===== src/verilog/laser310_pkg.sv =====
// Shared address map and bus types for the Laser 310 CPU side
package laser310_pkg;

	// Bus widths
	localparam int ADDR_W = 16;		// Z80 address bus
	localparam int DATA_W = 8;		// Z80 data bus

	typedef logic [ADDR_W-1:0] addr_t;
	typedef logic [DATA_W-1:0] byte_t;

	// Decoded target of one access
	typedef enum logic [1:0]
	{
		REG_NONE = 2'd0,	// Unmapped, reads FFh
		REG_IO   = 2'd1,	// Keyboard and output latch
		REG_VRAM = 2'd2,	// 2 KB video RAM
		REG_RAM  = 2'd3		// 16 KB base RAM
	} region_e;

	// Memory map
	// 6800 -- 6FFF I/O, any address in the window hits the latch
	// 7000 -- 77FF VRAM 2KB
	// 7800 -- B7FF RAM 16KB
	localparam addr_t IO_BASE   = 16'h6800;	// Top five bits 01101
	localparam addr_t VRAM_BASE = 16'h7000;	// Top five bits 01110
	localparam addr_t RAM_BASE  = 16'h7800;
	localparam addr_t RAM_TOP   = 16'hB7FF;	// Last base RAM byte

	// Keyboard matrix geometry
	// Row r is selected by address bit r low, column k is data bit k
	localparam int KEY_ROWS = 8;
	localparam int KEY_COLS = 8;

	// Active low, 1 means released
	// Bit index is row*8 + column
	typedef logic [KEY_ROWS*KEY_COLS-1:0] key_mat_t;

	// Floating bus value
	localparam byte_t UNMAPPED_DATA = 8'hFF;

endpackage


===== src/verilog/wb_bus_ctrl.sv =====
`timescale 1ns/1ps

// Wishbone slave standing in for the Z80 bus cycle
// Decode, output latch at 6800h and read data assembly
module wb_bus_ctrl
(
	input  logic					CLK50MHZ,
	input  logic					RESET_N,
	// Wishbone classic slave
	input  logic					wb_cyc_i,
	input  logic					wb_stb_i,
	input  logic					wb_we_i,
	input  laser310_pkg::addr_t		wb_adr_i,
	input  laser310_pkg::byte_t		wb_dat_i,
	output laser310_pkg::byte_t		wb_dat_o,
	output logic					wb_ack_o,
	// RAM bank side
	output laser310_pkg::region_e	mem_region_o,
	output laser310_pkg::addr_t		mem_addr_o,
	output laser310_pkg::byte_t		mem_wdata_o,
	output logic					mem_we_o,
	input  laser310_pkg::byte_t		mem_rdata_i,
	// Keyboard side
	output laser310_pkg::byte_t		kb_row_sel_o,
	input  logic [5:0]				kb_row_data_i,
	// Cassette and latch pins
	input  logic					cass_in_i,
	output logic [1:0]				spk_o,
	output logic					cass_out_o,
	output logic					vdg_ag_o,
	output logic					vdg_css_o
);

	// Access phases
	localparam logic [1:0] PH_IDLE = 2'd0;	// Waiting for stb
	localparam logic [1:0] PH_DATA = 2'd1;	// Memory read in flight
	localparam logic [1:0] PH_HOLD = 2'd2;	// Ack sent, wait for stb low

	logic [1:0]				phase_q;
	logic					ack_q;
	logic					req_start;		// Request accepted this edge
	laser310_pkg::region_e	region;
	laser310_pkg::byte_t	latch_q;		// I/O output latch
	laser310_pkg::byte_t	rd_mux;
	laser310_pkg::byte_t	dat_q;

	// Region decode, address is stable while stb is high
	always_comb
	begin
		region = laser310_pkg::REG_NONE;
		if (wb_adr_i[laser310_pkg::ADDR_W-1 -: 5] ==
			laser310_pkg::IO_BASE[laser310_pkg::ADDR_W-1 -: 5])
			region = laser310_pkg::REG_IO;
		else if (wb_adr_i[laser310_pkg::ADDR_W-1 -: 5] ==
			laser310_pkg::VRAM_BASE[laser310_pkg::ADDR_W-1 -: 5])
			region = laser310_pkg::REG_VRAM;
		else if ((wb_adr_i >= laser310_pkg::RAM_BASE) && (wb_adr_i <= laser310_pkg::RAM_TOP))
			region = laser310_pkg::REG_RAM;
	end

	assign req_start = wb_cyc_i && wb_stb_i && (phase_q == PH_IDLE);

	// Phase counter, ack and output latch
	always_ff @(posedge CLK50MHZ or negedge RESET_N)
	begin
		if (!RESET_N)
		begin
			phase_q	<= PH_IDLE;
			ack_q	<= 1'b0;
			latch_q	<= '0;		// Speaker, cassette and VDG bits low
		end
		else
		begin
			ack_q <= (phase_q == PH_DATA);	// Single pulse, 2nd edge
			case (phase_q)
				PH_IDLE:
				begin
					if (req_start)
						phase_q <= PH_DATA;
				end
				PH_DATA:
					phase_q <= PH_HOLD;
				default:
				begin
					// Held request is not taken twice
					if (!wb_stb_i)
						phase_q <= PH_IDLE;
				end
			endcase
			if (req_start && wb_we_i && (region == laser310_pkg::REG_IO))
				latch_q <= wb_dat_i;	// Any address in 6800h-6FFFh
		end
	end

	// Read byte selection
	always_comb
	begin
		case (region)
			laser310_pkg::REG_IO:
				rd_mux = {1'b1, ~cass_in_i, kb_row_data_i};	// Bit 7 floats high
			laser310_pkg::REG_VRAM,
			laser310_pkg::REG_RAM:
				rd_mux = mem_rdata_i;
			default:
				rd_mux = laser310_pkg::UNMAPPED_DATA;
		endcase
	end

	// Read data lands with ack
	always_ff @(posedge CLK50MHZ)
	begin
		if (phase_q == PH_DATA)
			dat_q <= rd_mux;
	end

	assign wb_ack_o = ack_q;
	assign wb_dat_o = dat_q;

	// To RAM bank
	assign mem_region_o = region;
	assign mem_addr_o = wb_adr_i;
	assign mem_wdata_o = wb_dat_i;
	assign mem_we_o = req_start && wb_we_i;	// Bank filters on region

	assign kb_row_sel_o = wb_adr_i[7:0];		// A0..A7 select rows

	// Latch bit mapping
	assign spk_o = {latch_q[0], latch_q[5]};
	assign cass_out_o = latch_q[2];
	assign vdg_ag_o = latch_q[3];				// Graphics mode
	assign vdg_css_o = latch_q[4];				// Colour set

endmodule


===== config.mk =====
export PLATFORM = sky130hd
export DESIGN_NAME = wb_bus_ctrl
export DESIGN_NICKNAME = d
export VERILOG_FILES = /design/src/verilog/laser310_pkg.sv /design/src/verilog/wb_bus_ctrl.sv
export SDC_FILE = /design/constraint.sdc
export NUM_CORES = 1
export LEC_CHECK = 0
export CAP_MARGIN = 15
export CORE_MARGIN = 2
export CORE_UTILIZATION = 54
export DETAILED_ROUTE_END_ITERATION = 8
export DONT_BUFFER_PORTS = 1
export GPL_TIMING_DRIVEN = 0
export PLACE_DENSITY = 0.74
export SKIP_CTS_REPAIR_TIMING = 1
export SYNTH_ARGS = -nofsm -noshare
export SYNTH_HDL_FRONTEND = slang
export SYNTH_SLANG_ARGS = --single-unit

===== constraint.sdc =====
create_clock -name CLK50MHZ -period 1.4 [get_ports CLK50MHZ]
set_input_delay 0.14 -clock CLK50MHZ [delete_from_list [all_inputs] [get_ports CLK50MHZ]]
set_output_delay 0.14 -clock CLK50MHZ [all_outputs]
set_load 0.01 [all_outputs]

==> results.yml <==
timing:
  holdWs_ns: 0.0425
  worstMarginPinSlew_ns: 0.793
  setup_viol: 13
  maxSlewViolCount: 0
  rsz0062_at_grt: "yes"
  max_freq_ghz: 0.641
  setup_slack_ns: -0.159
  finalClockSkew_ns: 0.00330
  max_slew_margin_pct: 46.9
  hold_viol: 0
  period_needed_ns: 1.56
  finalCritPeriodShare_pct: 111
die:
  die_h_um: 46.3
  die_width_um: 46.3
  start_util_pct: 56.6
  core_um2: 1710
  io_pins: 93
  dieArea_um2: 2140
  rows: 15
layout:
  nets: 136
  drive_above_1_share_pct: 48.4
  syn2layout_area_growth_pct: 12.0
  fillers: 139
  utilization_pct: 63.4
  diodes: 0
  layout.cells.non_filler: 116
cts:
  cts_sinks: 16
  cts_tree: "done"
  h-tree-depth: 1
  clkTransAtPathRegs_ns: 0.08
  cts_root_buf: "clkbuf_4"
  cts_buffers: 3
  insertion_delay_ns: 0.27
  clock_path_buffers: 2
yosys:
  synth_cell_types: 22
  synth.avg_cell_area_um2: 11.9
  syn_inst: 81
  syn_nets: 125
  synth_seq_cells: 16
  syn_area_um2: 966
  yosysSeqAreaShare_pct: 45.6
  yosys_warnings: 0
worst_setup_path:
  required_ns: 1.56
  worstSetupStartpoint: "phase_q[0]"
  arrival_ns: 1.72
  path_max_fanout: 5
  worst_r2r_path_depth: 3
  reg2reg_to: "latch_q[0]"
  ff2ff_setup_slack_ns: -0.16
  end_kind: "flop"
  startpoint_type: "flop"
  crit_type: "reg2reg"
  timing.rr.start: "phase_q[0]"
  setup.worst_path.end: "latch_q[0]"
status:
  run_status: "finished, violations left"
  violations: "negative setup slack"
placement:
  gp_congestion: 0.669
  dp_hpwl_um: 1510
  portBuffers: 0
  dp_cells: 106
  pre_cts_slack_ns: -0.195
worst_hold_path:
  hold_path.class: "in2reg"
power_and_ir_drop:
  p_leak_nw: 0.507
  power.total_mw: 1.02
  powerDensity_nw_per_um2: 943
  peakVddDrop_v: 0.000441
global_routing:
  grt_pass1_wl_um: 2460
  overflow: 0
  grt_start_max_net_pins: 11
  grt_usage_pct: 16.4
  grt_pass1_vias: 577
  antenna_found_initial: 0
routing:
  drt-wirelength-per-cell_um: 16.5
  vias: 619
  via_per_inst: 5.34
  drc: 0
  postRouteAntennaNets: 0
  drt-total-wl_um: 1920
  drt_iter0_drc: 4
  firstDrtPassIters: 3
job:
  max_cap_viol_count: 0
-- per-layer routing --
| metal | GRT usage, % | share of wire [%] | up-vias |
|---|---|---|---|
| li1 | - | - | 273 |
| met1 | 15.7 | 32 | 290 |
| met2 | 30.0 | 56 | 54 |
| met3 | 4.71 | 11 | 2 |
| met4 | 10.3 | 0.99 | 0 |
| met5 | 0 | 0 | - |
-- layout make-up --
| class | count | area [um^2] | share of cell area [%] |
|---|---|---|---|
| tap | 25 | 31.3 | 2.89 |
| multi-input combinational | 29 | 263 | 24.3 |
| timing repair buffer | 7 | 70.1 | 6.47 |
| sequential | 16 | 440 | 40.7 |
| inverter | 2 | 7.51 | 0.694 |
| clock buffer | 4 | 26.3 | 2.43 |
| buffer | 33 | 244 | 22.5 |
-- worst min-delay path by stage --
| stage | from | endpoint | slack [ns] | cells past startpoint |
|---|---|---|---|---|
| final | mem_rdata_i[7] | wb_dat_o[7] | 0.04 | 1 |
| after global routing | mem_rdata_i[7] | wb_dat_o[7] | 0.03 | 1 |
| after CTS | RESET_N | phase_q[1] | -0.46 | 0 |
| after detailed placement | RESET_N | latch_q[4] | -0.16 | 0 |
| after global placement | RESET_N | latch_q[4] | -0.16 | 0 |
| after floorplan | RESET_N | latch_q[0] | -0.16 | 0 |
-- logic make-up after synthesis --
| family | count (synthesis) | synth area share (%) |
|---|---|---|
| buffers and inverters | 36 | 27.2 |
| AO/OA/AOI/OAI | 10 | 8.29 |
| multiplexers | 5 | 7.77 |
| flip-flops | 16 | 45.6 |
| AND/OR/NAND/NOR | 14 | 11.1 |
-- registers in the layout, summed over array words and instances (netlist names) --
register / flops
latch_q: 5
wb_dat_o: 8
phase_q: 2
wb_ack_o: 1
-- critical path, cell delays in order (launching register included) --
cell and delay [ns]:
dfrtp_1 0.41, nand4b_1 0.21, or4_4 0.51, mux2_4 0.32
-- report_power, final --
group	total [mW]	switching (mW)	internal, mW
sequential	0.580	0.0401	0.540
combinational	0.202	0.0886	0.113
clock	0.239	0.129	0.110
total	1.02	0.257	0.764
-- synthesized netlist by cell type --
cell / number / share of area [%]
nand4b_1: 1 / 0.91
nor2_1: 2 / 0.78
buf_4: 32 / 25
and4b_1: 1 / 1.0
edfxtp_1: 8 / 25
a31oi_1: 1 / 0.65
nand2_1: 1 / 0.39
or2_2: 2 / 1.3
clkbuf_1: 1 / 0.39
o22a_1: 6 / 5.4
or4_4: 1 / 1.2
nor3b_1: 1 / 0.78
a21o_1: 1 / 0.78
dfrtp_1: 8 / 21
buf_6: 1 / 1.2
a2bb2oi_1: 1 / 0.91
nand4b_4: 1 / 2.5
mux2_4: 5 / 7.8
nor2b_1: 2 / 1.3
inv_1: 2 / 0.78
nand3_1: 2 / 1.0
a21oi_1: 1 / 0.52
-- cell usage in the layout (no fill, tap or decap), types with 2 or more instances in the layout --
cell            n
buf_4          32
o22a_1          6
dfrtp_1         8
dlygate4sd3_1   7
or2_2           2
clkbuf_1        2
clkbuf_4        3
edfxtp_1        8
nor2_1          2
nor2b_1         2
nand3_1         2
inv_1           2
mux2_4          5
-- metrics by stage --
stage | TNS [ns] | instance area [um^2]
after floorplan | -0.597 | 966
after global placement | -1.10 | 997
after detailed placement | -1.18 | 997
after CTS | -1.32 | 1020
after global routing | -2.02 | 1080
final | -0.885 | 1080
No activity file was read; power rests on OpenSTA's default activity.
