`config.mk`:
```
export PLATFORM = sky130hd
export DESIGN_NAME = key_matrix
export DESIGN_NICKNAME = d
export VERILOG_FILES = /design/src/verilog/laser310_pkg.sv /design/src/verilog/key_matrix.sv
export SDC_FILE = /design/constraint.sdc
export NUM_CORES = 1
export LEC_CHECK = 0
export ABC_AREA = 1
export BUFFER_PORTS_ARGS = -buffer_cell sky130_fd_sc_hd__buf_2
export CAP_MARGIN = 20
export CELL_PAD_IN_SITES_DETAIL_PLACEMENT = 2
export CELL_PAD_IN_SITES_GLOBAL_PLACEMENT = 2
export CORE_AREA = 2 2 94 96
export CTS_CLUSTER_SIZE = 10
export DETAILED_ROUTE_END_ITERATION = 10
export DIE_AREA = 0 0 96 98
export GPL_ROUTABILITY_DRIVEN = 1
export PLACE_DENSITY_LB_ADDON = 0.1
export SYNTH_ARGS = -nofsm -noshare
export SYNTH_HDL_FRONTEND = slang
export SYNTH_SLANG_ARGS = --single-unit
```
`constraint.sdc`:
```
create_clock -name CLK50MHZ -period 1.24 [get_ports CLK50MHZ]
set_input_delay 0.124 -clock CLK50MHZ [delete_from_list [all_inputs] [get_ports CLK50MHZ]]
set_output_delay 0.124 -clock CLK50MHZ [all_outputs]
set_load 0.01 [all_outputs]
```
`src/verilog/laser310_pkg.sv`:
```
// Shared address map and bus types for the Laser 310 CPU side
package laser310_pkg;

	// Bus widths
	localparam int ADDR_W = 16;		// Z80 address bus
	localparam int DATA_W = 8;		// Z80 data bus

	typedef logic [ADDR_W-1:0] addr_t;
	typedef logic [DATA_W-1:0] byte_t;

	// Decoded target of one access
	typedef enum logic [1:0]
	{
		REG_NONE = 2'd0,	// Unmapped, reads FFh
		REG_IO   = 2'd1,	// Keyboard and output latch
		REG_VRAM = 2'd2,	// 2 KB video RAM
		REG_RAM  = 2'd3		// 16 KB base RAM
	} region_e;

	// Memory map
	// 6800 -- 6FFF I/O, any address in the window hits the latch
	// 7000 -- 77FF VRAM 2KB
	// 7800 -- B7FF RAM 16KB
	localparam addr_t IO_BASE   = 16'h6800;	// Top five bits 01101
	localparam addr_t VRAM_BASE = 16'h7000;	// Top five bits 01110
	localparam addr_t RAM_BASE  = 16'h7800;
	localparam addr_t RAM_TOP   = 16'hB7FF;	// Last base RAM byte

	// Keyboard matrix geometry
	// Row r is selected by address bit r low, column k is data bit k
	localparam int KEY_ROWS = 8;
	localparam int KEY_COLS = 8;

	// Active low, 1 means released
	// Bit index is row*8 + column
	typedef logic [KEY_ROWS*KEY_COLS-1:0] key_mat_t;

	// Floating bus value
	localparam byte_t UNMAPPED_DATA = 8'hFF;

endpackage

```
`src/verilog/key_matrix.sv`:
```
`timescale 1ns/1ps

// PS/2 scan codes into the 8x8 Laser 310 key matrix
//
//     KD5 KD4 KD3 KD2  KD1 KD0
// A0  R   Q   E        W   T
// A1  F   A   D   CTRL S   G
// A2  V   Z   C   SHFT X   B
// A4  M   SPC          .   N
// A6  U   P   I   RETN O   Y
// A7  J       K        L   H
module key_matrix
(
	input  logic					CLK50MHZ,
	input  logic					RESET_N,
	input  logic					key_strobe_i,	// One cycle per event
	input  logic					key_pressed_i,	// 1 press, 0 release
	input  laser310_pkg::byte_t		key_code_i,
	input  laser310_pkg::byte_t		row_sel_i,		// Active low row select
	output logic [5:0]				row_data_o		// Active low columns
);

	localparam int KEY_IDX_W = $clog2(laser310_pkg::KEY_ROWS * laser310_pkg::KEY_COLS);

	laser310_pkg::key_mat_t		key_q;
	logic						key_hit;		// Code is one of the mapped keys
	logic [KEY_IDX_W-1:0]		key_idx;		// row*8 + column

	// Scan code to matrix position
	always_comb
	begin
		key_hit = 1'b1;
		key_idx = '0;
		case (key_code_i)
			8'h2C: key_idx = 6'd0;		// T
			8'h1D: key_idx = 6'd1;		// W
			8'h24: key_idx = 6'd3;		// E
			8'h15: key_idx = 6'd4;		// Q
			8'h2D: key_idx = 6'd5;		// R
			8'h34: key_idx = 6'd8;		// G
			8'h1B: key_idx = 6'd9;		// S
			8'h14: key_idx = 6'd10;		// Ctrl
			8'h23: key_idx = 6'd11;		// D
			8'h1C: key_idx = 6'd12;		// A
			8'h2B: key_idx = 6'd13;		// F
			8'h32: key_idx = 6'd16;		// B
			8'h22: key_idx = 6'd17;		// X
			8'h12: key_idx = 6'd18;		// Left shift
			8'h21: key_idx = 6'd19;		// C
			8'h1A: key_idx = 6'd20;		// Z
			8'h2A: key_idx = 6'd21;		// V
			8'h31: key_idx = 6'd32;		// N
			8'h29: key_idx = 6'd36;		// Space
			8'h3A: key_idx = 6'd37;		// M
			8'h35: key_idx = 6'd48;		// Y
			8'h44: key_idx = 6'd49;		// O
			8'h5A: key_idx = 6'd50;		// Return
			8'h43: key_idx = 6'd51;		// I
			8'h4D: key_idx = 6'd52;		// P
			8'h3C: key_idx = 6'd53;		// U
			8'h33: key_idx = 6'd56;		// H
			8'h4B: key_idx = 6'd57;		// L
			8'h42: key_idx = 6'd59;		// K
			8'h3B: key_idx = 6'd61;		// J
			default: key_hit = 1'b0;	// Unmapped keys ignored
		endcase
	end

	// Key state, cleared bit means held down
	always_ff @(posedge CLK50MHZ or negedge RESET_N)
	begin
		if (!RESET_N)
			key_q <= '1;				// All released
		else if (key_strobe_i && key_hit)
			key_q[key_idx] <= ~key_pressed_i;
	end

	// Column k reads low if a selected row holds a pressed key there
	// Several rows may be selected at once
	always_comb
	begin
		logic [laser310_pkg::KEY_ROWS-1:0] col_bits;
		for (int k = 0; k < 6; k++)
		begin
			for (int r = 0; r < laser310_pkg::KEY_ROWS; r++)
				col_bits[r] = key_q[r*laser310_pkg::KEY_COLS + k];
			row_data_o[k] = &(row_sel_i | col_bits);	// Deselected rows mask
		end
	end

endmodule

```
==> results.toml, run 1 <==
[outcome]
status = "complete, but fails checks"
violations = "negative setup slack"

[final_layout]
drive_above_1_share_pct = 66.7
num_antenna_cells = 0
nets = 490
n_fill_cell = 857
regMostFlops = "key_q"
largest_reg_flops = 48
finalInstanceArea_sq_um = 4700
regArea_sq_um = 1260
fin_util_pct = 55.5
reg_top3 = "key_q: 48 flops"
multi_input_comb_area_sq_um = 1980
syn_to_final_growth_pct = 67.3
final_cell_mix = "buf_4, nand2_1, dfstp_2"
final_common_cell = "buf_4"

[pwr]
power_density_nw_per_um2 = 846
power_leakage_uw = 0.00210
finalPower_uw = 3970
vdd_ir_drop_max_mv = 0.487

[placed_design]
dpl-instance-area_sq_um = 3300
pre_cts_slack_ns = -0.567
gp_congestion = 0.823
place_hpwl_mm = 7.27
numPortBuffers = 25

[synthesis]
syn_area_sq_um = 2810
yosysWarnings = 0
syn-num-nets = 410
syn_avg_cell_area_sq_um = 7.20
synth_top_cell_by_area = "dfstp_2"
syn-instance-count = 390
synth-seq-area-share_pct = 44.9
synth_top_area_share_pct = 44.9
post_synth_num_cell_types = 20
ys_ff_latch = 48
synthTopCellsByArea = "dfstp_2, nand2_1, nand4_1"

[floorplan]
die-width_um = 96
dieArea_sq_um = 9410
coreArea_sq_um = 8470
io_pins = 26
initial_core_util_pct = 33.2
die_y_um = 98
row_count = 34

[job]
maxCapViolations = 0

[sta]
whs_ns = 0.00714
period_needed_ns = 1.82
setup_viol = 36
post-route-period-util_pct = 147
max_slew_margin_pct = 64.4
worst-slew-pin-transition_ns = 0.534
clock.fmax_mhz = 550
fin_ws_ns = -0.579
rsz0062_at_grt = "yes"
skew_ns = 0
slew_violations = 0
final_hold_viol_count = 0

[clock_tree]
cts_max_path_buffers = 2
insertion_delay_ns = 0.31
cts_buffers = 5
cts_hold_buf = 0
cts.sinks = 48
root_buffer = "clkbuf_8"
htreeDepth = 2
path_clk_slew_ns = 0.12
cts_tree = "yes"

[worst_setup_path]
critPathArrivalTime_ns = 1.69
critPathKind = "flip-flop to output pin"
crit_required_ns = 1.12
r2r-start = "key_q[36]$_DFFE_PN1P_"
endpoint_kind = "output pin"
cp-start-kind = "flip-flop"
timing.rr.end = "key_q[36]$_DFFE_PN1P_"
r2r_cells = 3
cp_max_fo = 2
reg2reg_slack_ns = 0.30

[routing]
wl_mm = 16.5
vias = 3256
firstDrtPassIters = 4
drtAntennaViolNets = 0
detail_route.iter0.violations = 160
wl_per_cell_um = 28.4
drcViolationCount = 0
vias_per_cell = 5.62

[global_route]
grt_max_degree = 61
grt_usage_pct = 30.4
grt_pass1_wl_mm = 21.2
antenna_found_initial = 0
grt_pass1_vias = 3680
gr-total-overflow = 0

[worst_hold_path]
hold_class = "input pin to async pin"
-- cell usage after synthesis (all sizes together) --
library cell,count
buf,12
clkbuf,22
dfstp,48
inv,35
nand2,122
nand3,34
nand4,30
nor2,56
nor3,1
nor4,5
o21ai,2
o221ai,1
o22ai,22
-- cell families (layout without fill, tap and decap cells) --
logic type | count (synthesis) | after routing | synth area share (%)
buffers and inverters | 69 | 150 | 10.4
AND/OR/NAND/NOR | 248 | 248 | 39.1
flip-flops | 48 | 48 | 44.9
AO/OA/AOI/OAI | 25 | 25 | 5.57
-- per-stage QoR --
step,TNS [ns],std cells
4_1_cts,-3.89,571
6_report,-7.15,579
5_1_grt,-9.64,579
3_3_place_gp,-12.32,533
2_1_floorplan,0,390
3_5_place_dp,-16.04,533
-- cell type report --
type / count / area share (%)
Sequential cell: 48 / 26.8
Clock buffer: 5 / 1.46
Timing Repair Buffer: 107 / 21.5
Inverter: 35 / 3.65
Clock inverter: 3 / 1.46
Multi-Input combinational cell: 273 / 42.2
Tap cell: 108 / 2.88
-- per-layer routing --
metal  track usage (%)  up-vias  wire length, um
met1              36.0     1657             6530
met3              3.63       55              590
li1                  -     1443                -
met2              53.9      101             8350
met5                 0        -                0
met4              13.5        0              979
-- worst max path at each step --
stage	slack [ns]	to	depth (start not counted)	startpoint
2_1_floorplan	0.02	key_q[0]$_DFFE_PN1P_	12	key_code_i[7]
3_3_place_gp	-0.43	key_q[0]$_DFFE_PN1P_	14	key_code_i[7]
3_5_place_dp	-0.57	key_q[61]$_DFFE_PN1P_	14	key_code_i[0]
4_1_cts	-0.34	row_data_o[2]	5	key_q[10]$_DFFE_PN1P_
5_1_grt	-0.65	row_data_o[4]	3	key_q[36]$_DFFE_PN1P_
6_report	-0.58	row_data_o[4]	3	key_q[36]$_DFFE_PN1P_
-- critical path, stage by stage (launching register included) --
cell and delay (ns):
dfstp_2 0.64, o22ai_4 0.12, nor4_4 0.39, buf_2 0.21
-- power by group --
group | switching [uW] | internal [uW]
sequential | 24.3 | 1610
combinational | 517 | 330
clock | 675 | 814
total | 1220 | 2760
-- timing repair --
item                                   in CTS  in global routing
gates resized for setup                   136                 97
pin swaps                                  63                 67
gates cloned                                6                  0
setup endpoints to repair                  36                 36
setup buffers                              25                 13
endpoints found under the hold margin       0                  0
Power figures use the tool's default switching activity.
==> run 2: changes to the inputs <==
Settings changed: ABC_CLOCK_PERIOD_IN_PS set to 1240, CORE_AREA 2 2 94 96 to 4 4 96 98, DIE_AREA 0 0 96 98 to 0 0 100 102.
==> run 2 against run 1 <==
Net effect:
- the flow now stops in global routing (5_1_grt)
- synthesized cell count did not move
- area after synthesis unchanged
==> results.toml, run 2 <==
[synthesis]
synth_top_area_share_pct = 44.9
post_synth_num_cell_types = 20
syn-num-nets = 410
async_flop_share_pct = 100
synth-seq-area-share_pct = 44.9
synthTopCellsByCount = "nand2_1, nor2_1, dfstp_2, nand3_1, inv_1"
synth_edf_count = 0
synth_top_cell_by_area = "dfstp_2"
ys_ff_latch = 48
synth_most_common_cell = "nand2_1"
synthTopCellsByArea = "dfstp_2, nand2_1, nand4_1"
ys.flop_type = "dfstp_2"
syn_avg_cell_area_sq_um = 7.20
syn-instance-count = 390
yosysWarnings = 0
syn_area_sq_um = 2810

[outcome]
status = "did not finish"
error_line = "[ERROR DPL-0033] detailed placement checks failed during check placement."
stop_stage = "global routing (5_1_grt)"

[floorplan]
row_count = 34
die_y_um = 102
die-width_um = 100
io_pins = 26
initial_core_util_pct = 33.2

[clock_tree]
htreeDepth = 2
cts_max_path_buffers = 2
cts.sinks = 48
cts_buffers = 5
root_buffer = "clkbuf_8"

[placed_design]
place_hpwl_mm = 7.52
gp_congestion = 0.840
numPortBuffers = 25

[sta]
crit_endpoint = "row_data_o[2]"
worstEpCategory = "primary output"

[global_route]
grt_max_degree = 61
antenna_found_initial = 1
-- run 2: cell counts after synthesis --
Identical to the previous run, type by type.
-- run 2: cell families after synthesis --
| logic type | Yosys count | share of synthesized area [%] |
|---|---|---|
| flops | 48 | 44.9 |
| simple gates | 248 | 39.1 |
| compound gates | 25 | 5.57 |
| buf+inv | 69 | 10.4 |
-- run 2: through the flow --
step | cells | setup slack, ns | instance area, sq um | utilization [%]
4_1_cts | 593 | -0.398 | 4540 | 53.6
3_5_place_dp | 539 | -0.514 | 3330 | 39.4
3_3_place_gp | 539 | -0.422 | 3330 | 39.4
2_1_floorplan | 390 | 0.0208 | 2810 | -
-- run 2: what timing repair did --
action                     CTS
setup endpoints to repair   36
hold buffers                 0
setup buffers               40
pin swaps                   67
gates cloned                 6
gates resized for setup    155
==> run 3: changes to the inputs <==
Settings changed: CELL_PAD_IN_SITES_DETAIL_PLACEMENT 2 to unset, CELL_PAD_IN_SITES_GLOBAL_PLACEMENT 2 to unset, CORE_AREA 4 4 96 98 to 4 4 111 113, CTS_CLUSTER_SIZE 10 to unset, DIE_AREA 0 0 100 102 to 0 0 115 117, PLACE_DENSITY_LB_ADDON 0.1 to 0.15.
==> run 3 against run 2 <==
Net effect:
- the flow now finishes, with violations (negative setup slack)
==> results.toml, run 3 (synthesis gave the netlist of run 1 again) <==
[sta]
clock.fmax_mhz = 646
slew_violations = 0
final_hold_viol_count = 0
post-route-period-util_pct = 125
period_needed_ns = 1.55
max_slew_margin_pct = 74.9
fin_ws_ns = -0.309
rsz0062_at_grt = "yes"
skew_ns = 0
worst-slew-pin-transition_ns = 0.375
setup_viol = 36

[floorplan]
coreArea_sq_um = 11300
die_y_um = 117
dieArea_sq_um = 13500
die-width_um = 115
row_count = 39
io_pins = 26
initial_core_util_pct = 24.8

[routing]
drcViolationCount = 0
detail_route.iter0.violations = 173
wl_per_cell_um = 15.8
wl_mm = 9.56
firstDrtPassIters = 4
vias = 2881
vias_per_cell = 4.76
drtAntennaViolNets = 0

[final_layout]
nets = 481
num_antenna_cells = 0
final_common_cell = "nand2_1"
drive_above_1_share_pct = 60.4
largest_reg_flops = 48
syn_to_final_growth_pct = 59.1
regMostFlops = "key_q"
reg_top3 = "key_q: 48 flops"
stdcell_count = 605
final_cell_mix = "nand2_1, buf_4, dfstp_2"

[worst_setup_path]
startpoint = "key_q[42]$_DFFE_PN1P_"
crit_required_ns = 1.12
timing.rr.end = "key_q[10]$_DFFE_PN1P_"
r2r_cells = 3
reg2reg_slack_ns = 0.43
r2r-start = "key_q[10]$_DFFE_PN1P_"
critPathArrivalTime_ns = 1.43
endpoint_kind = "output pin"
cp-start-kind = "flip-flop"
crit_end = "row_data_o[2]"
cp_max_fo = 2
critPathKind = "flip-flop to output pin"

[pwr]
power_density_nw_per_um2 = 920
vdd_ir_drop_max_mv = 0.861
power_leakage_uw = 0.00201

[global_route]
grt_max_degree = 61
grt_pass1_vias = 2818
grt_pass1_wl_mm = 15.0
grt_usage_pct = 14.3
gr-total-overflow = 0
antenna_found_initial = 0

[placed_design]
pre_cts_slack_ns = -0.404
numPortBuffers = 25
place_hpwl_mm = 6.23
gp_congestion = 0.817
dp.cells = 573

[outcome]
status = "complete, but fails checks"
violations = "negative setup slack"

[clock_tree]
cts.sinks = 48
cts_tree = "yes"
insertion_delay_ns = 0.29
cts_buffers = 5
htreeDepth = 2
path_clk_slew_ns = 0.07
root_buffer = "clkbuf_16"
cts_max_path_buffers = 2

[job]
maxCapViolations = 0

[worst_hold_path]
hold_class = "input pin to async pin"
[run 3: cell type report]
cell class              instances  area, sq um
inverters                      35          154
flip-flops and latches         48         1260
fillers                      1162         6850
multi-input cells             273         1760
clock buffers                   5          125
well taps                     143          179
repair buffers                 98          917
clock inverters                 3         68.8
[run 3: worst min path at each step]
stage                             to  slack [ns]  depth (start not counted)
5_1_grt        key_q[36]$_DFFE_PN1P_        0.09                          2
2_1_floorplan   key_q[0]$_DFFE_PN1P_       -0.02                          0
3_5_place_dp   key_q[25]$_DFFE_PN1P_        0.36                          0
4_1_cts        key_q[36]$_DFFE_PN1P_        0.07                          2
6_report       key_q[36]$_DFFE_PN1P_        0.04                          2
3_3_place_gp   key_q[28]$_DFFE_PN1P_        0.36                          0
[run 3: critical path, cell delays in order, from the launching register on]
cell	delay [ns]
dfstp_2	0.54
nor2_1	0.05
nor2_2	0.13
o221ai_2	0.10
nor3_2	0.17
buf_2	0.15
[run 3: per-layer routing]
metal / GRT usage, % / vias to the layer above / share of wire [%]
met3: 2.31 / 13 / 3.7
met2: 22.9 / 52 / 47
li1: - / 1424 / -
met4: 4.07 / 0 / 2.3
met1: 19.9 / 1392 / 47
met5: 0 / - / 0
[run 3: per-stage QoR]
step / util (%) / TNS (ns) / total power, uW / hold slack, ns / area [sq um]
after floorplan: - / 0 / 1870 / -0.0238 / 2810
after global placement: 29.8 / -11.51 / 2070 / 0.357 / 3370
after detailed placement: 29.8 / -11.62 / 2070 / 0.358 / 3370
after CTS: 37.8 / -3.12 / 4160 / 0.0677 / 4280
after global routing: 39.5 / -6.25 / 4270 / 0.0895 / 4470
final: 39.5 / -3.01 / 4110 / 0.0448 / 4470
[run 3: power breakdown]
group	internal [uW]	switching, uW	leakage (uW)
combinational	300	408	0.00142
clock	1160	613	0.0000944
sequential	1610	15.6	0.000495
total	3070	1040	0.00201
[run 3: what timing repair did]
item	in CTS	in global routing
endpoints found under the hold margin	0	0
setup endpoints to repair	36	36
buffers inserted	15	10
pin swaps	71	81
hold buffers	0	0
gates cloned	6	0
resized for setup	119	60
==> run 4: changes to the inputs <==
Settings changed: CTS_BUF_LIST set to sky130_fd_sc_hd__clkbuf_2 sky130_fd_sc_hd__clkbuf_4 sky130_fd_sc_hd__clkbuf_8, RECOVER_POWER set to 100.
==> run 4 against run 3 <==
Net effect:
- total power fell by 11%
- count of clock-buffer cells in the layout did not move
- highest routed layer unchanged
- maximum frequency fell by 1.7%
- non-clock buffer count fell by 1
- flip-flop and latch count did not move
- the run still ends with negative setup slack left
- clock skew did not move
==> results.toml, run 4 (synthesis gave the netlist of run 1 again) <==
[worst_setup_path]
crit_required_ns = 1.12
critPathArrivalTime_ns = 1.45
cp-start-kind = "flip-flop"
endpoint_kind = "output pin"
cp_top_family = "flip-flops"
crit_slowest_cell = "dfstp_2"
path_cells = "nor2_1 -> nor2_2 -> o221ai_2 -> nor3_2 -> buf_2"
cpPeakStageDelay_ns = 0.54
cp_max_fo = 2
critPathKind = "flip-flop to output pin"
cp_num_buf_inv = 1

[sta]
post-route-period-util_pct = 127
period_needed_ns = 1.58
worst-slew-pin-transition_ns = 1.17
final_hold_viol_count = 0
clock.fmax_mhz = 634
fin_ws_ns = -0.336
skew_ns = 0
max_slew_margin_pct = 22.1
rsz0062_at_grt = "yes"
setup_viol = 7
slew_violations = 0

[clock_tree]
cts.sinks = 48
cts_tree = "yes"
cts_hold_buf = 0
root_buffer = "clkbuf_8"
cts_max_path_buffers = 2
htreeDepth = 2
insertion_delay_ns = 0.29
path_clk_slew_ns = 0.10
cts_buffers = 5

[routing]
detail_route.iter0.violations = 146
drcViolationCount = 0
drtAntennaViolNets = 0
wl_per_cell_um = 15.5
vias_per_cell = 4.74
wl_mm = 9.39
vias = 2869
firstDrtPassIters = 4

[final_layout]
syn_to_final_growth_pct = 55.3
largest_reg_flops = 48
finalInstanceArea_sq_um = 4360
reg_top3 = "key_q: 48 flops"
num_antenna_cells = 0
fin_util_pct = 38.5
final_cell_mix = "nand2_1, buf_4, dfstp_2"
drive_above_1_share_pct = 56.3
regMostFlops = "key_q"
final_common_cell = "nand2_1"
nets = 481
n_fill_cell = 1172

[pwr]
switching_share_pct = 26.8
power_leakage_uw = 0.00203
p_int_uw = 2690
vdd_ir_drop_max_mv = 0.923
power_switching_uw = 984
pwr-share-seq_pct = 44.2
p_clk_share_pct = 37.7
power_density_nw_per_um2 = 843
p_comb_share_pct = 18.2

[placed_design]
dpl-instance-area_sq_um = 3370
gp_congestion = 0.817
place_hpwl_mm = 6.23
numPortBuffers = 25

[floorplan]
coreArea_sq_um = 11300
die-width_um = 115
initial_core_util_pct = 24.8
io_pins = 26
row_count = 39
dieArea_sq_um = 13500
die_y_um = 117

[outcome]
status = "complete, but fails checks"
violations = "negative setup slack"

[job]
maxCapViolations = 0

[global_route]
grt_max_degree = 61
gr-total-overflow = 0
grt_usage_pct = 12.7
antenna_found_initial = 0
grt_pass1_vias = 2484
grt_pass1_wl_mm = 13.3

[worst_hold_path]
hold_class = "input pin to flip-flop"
-- run 4: cell types whose count changed in the layout (fill, tap and decap cells not counted), moves of 7 or more --
| cell | previous run | this run |
|---|---|---|
| nand3_2 | 30 | 10 |
| nand2_4 | 6 | 13 |
| dfstp_2 | 48 | 39 |
| nor2_1 | 28 | 20 |
| dfstp_1 | 0 | 9 |
| nand3_1 | 2 | 23 |
-- run 4: metrics by stage --
stage	worst slack, ns	hold WS [ns]	instances	power, uW	TNS [ns]
global placement	-0.394	0.357	573	2070	-11.51
finish	-0.336	0.253	605	3680	-1.71
floorplan	0.0208	-0.0238	390	1870	0
detailed placement	-0.404	0.358	573	2070	-11.62
CTS	-0.379	0.0451	581	3480	-1.86
global route	-0.415	0.280	605	3820	-4.11
-- run 4: worst reg2reg max path, cell delays in order (launching register included) --
cell	delay, ns
dfstp_2	0.57
buf_4	0.10
nand2_1	0.04
nand2_1	0.05
-- run 4: final timing paths --
path	start	endpoint	slack (ns)	cells after the start
worst max-delay path	key_q[42]$_DFFE_PN1P_	row_data_o[2]	-0.34	5
worst min-delay path	key_pressed_i	key_q[11]$_DFFE_PN1P_	0.25	5
worst max register to register	key_q[10]$_DFFE_PN1P_	key_q[10]$_DFFE_PN1P_	0.43	3
worst min register to register	key_q[60]$_DFFE_PN1P_	key_q[60]$_DFFE_PN1P_	0.37	0
max in group asynchronous	RESET_N	key_q[0]$_DFFE_PN1P_	0.57	2
min in group asynchronous	RESET_N	key_q[40]$_DFFE_PN1P_	0.62	2
-- run 4: cell type report --
type	instances	area [sq um]	area share [%]
multi-input combinational	274	1740	39.9
sequential	48	1260	28.9
timing repair buffer	97	877	20.1
tap	143	179	4.10
inverter	35	164	3.76
clock buffer	5	68.8	1.58
clock inverter	3	68.8	1.58
-- run 4: power by group through the flow --
stage                     Combinational (uW)  Sequential (uW)  Clock [uW]
after floorplan                          231             1640           0
after global placement                   423             1650           0
after detailed placement                 424             1650           0
after CTS                                441             1630        1420
after global routing                     727             1630        1470
final                                    668             1620        1380
-- run 4: repair_timing --
item / in CTS / in global routing
gates cloned: 0 / 6
buffers inserted: 0 / 19
resized for setup: 14 / 168
pin swaps: 4 / 56
endpoints found under the setup margin: 36 / 36
-- run 4: layer usage --
metal  GRT usage, %  vias to the layer above  wire, um
met2           19.5                       50      4410
met4           3.91                        0       172
met1           18.4                     1384      4360
met5              0                        -         0
met3           2.06                       10       439
li1               -                     1425         -
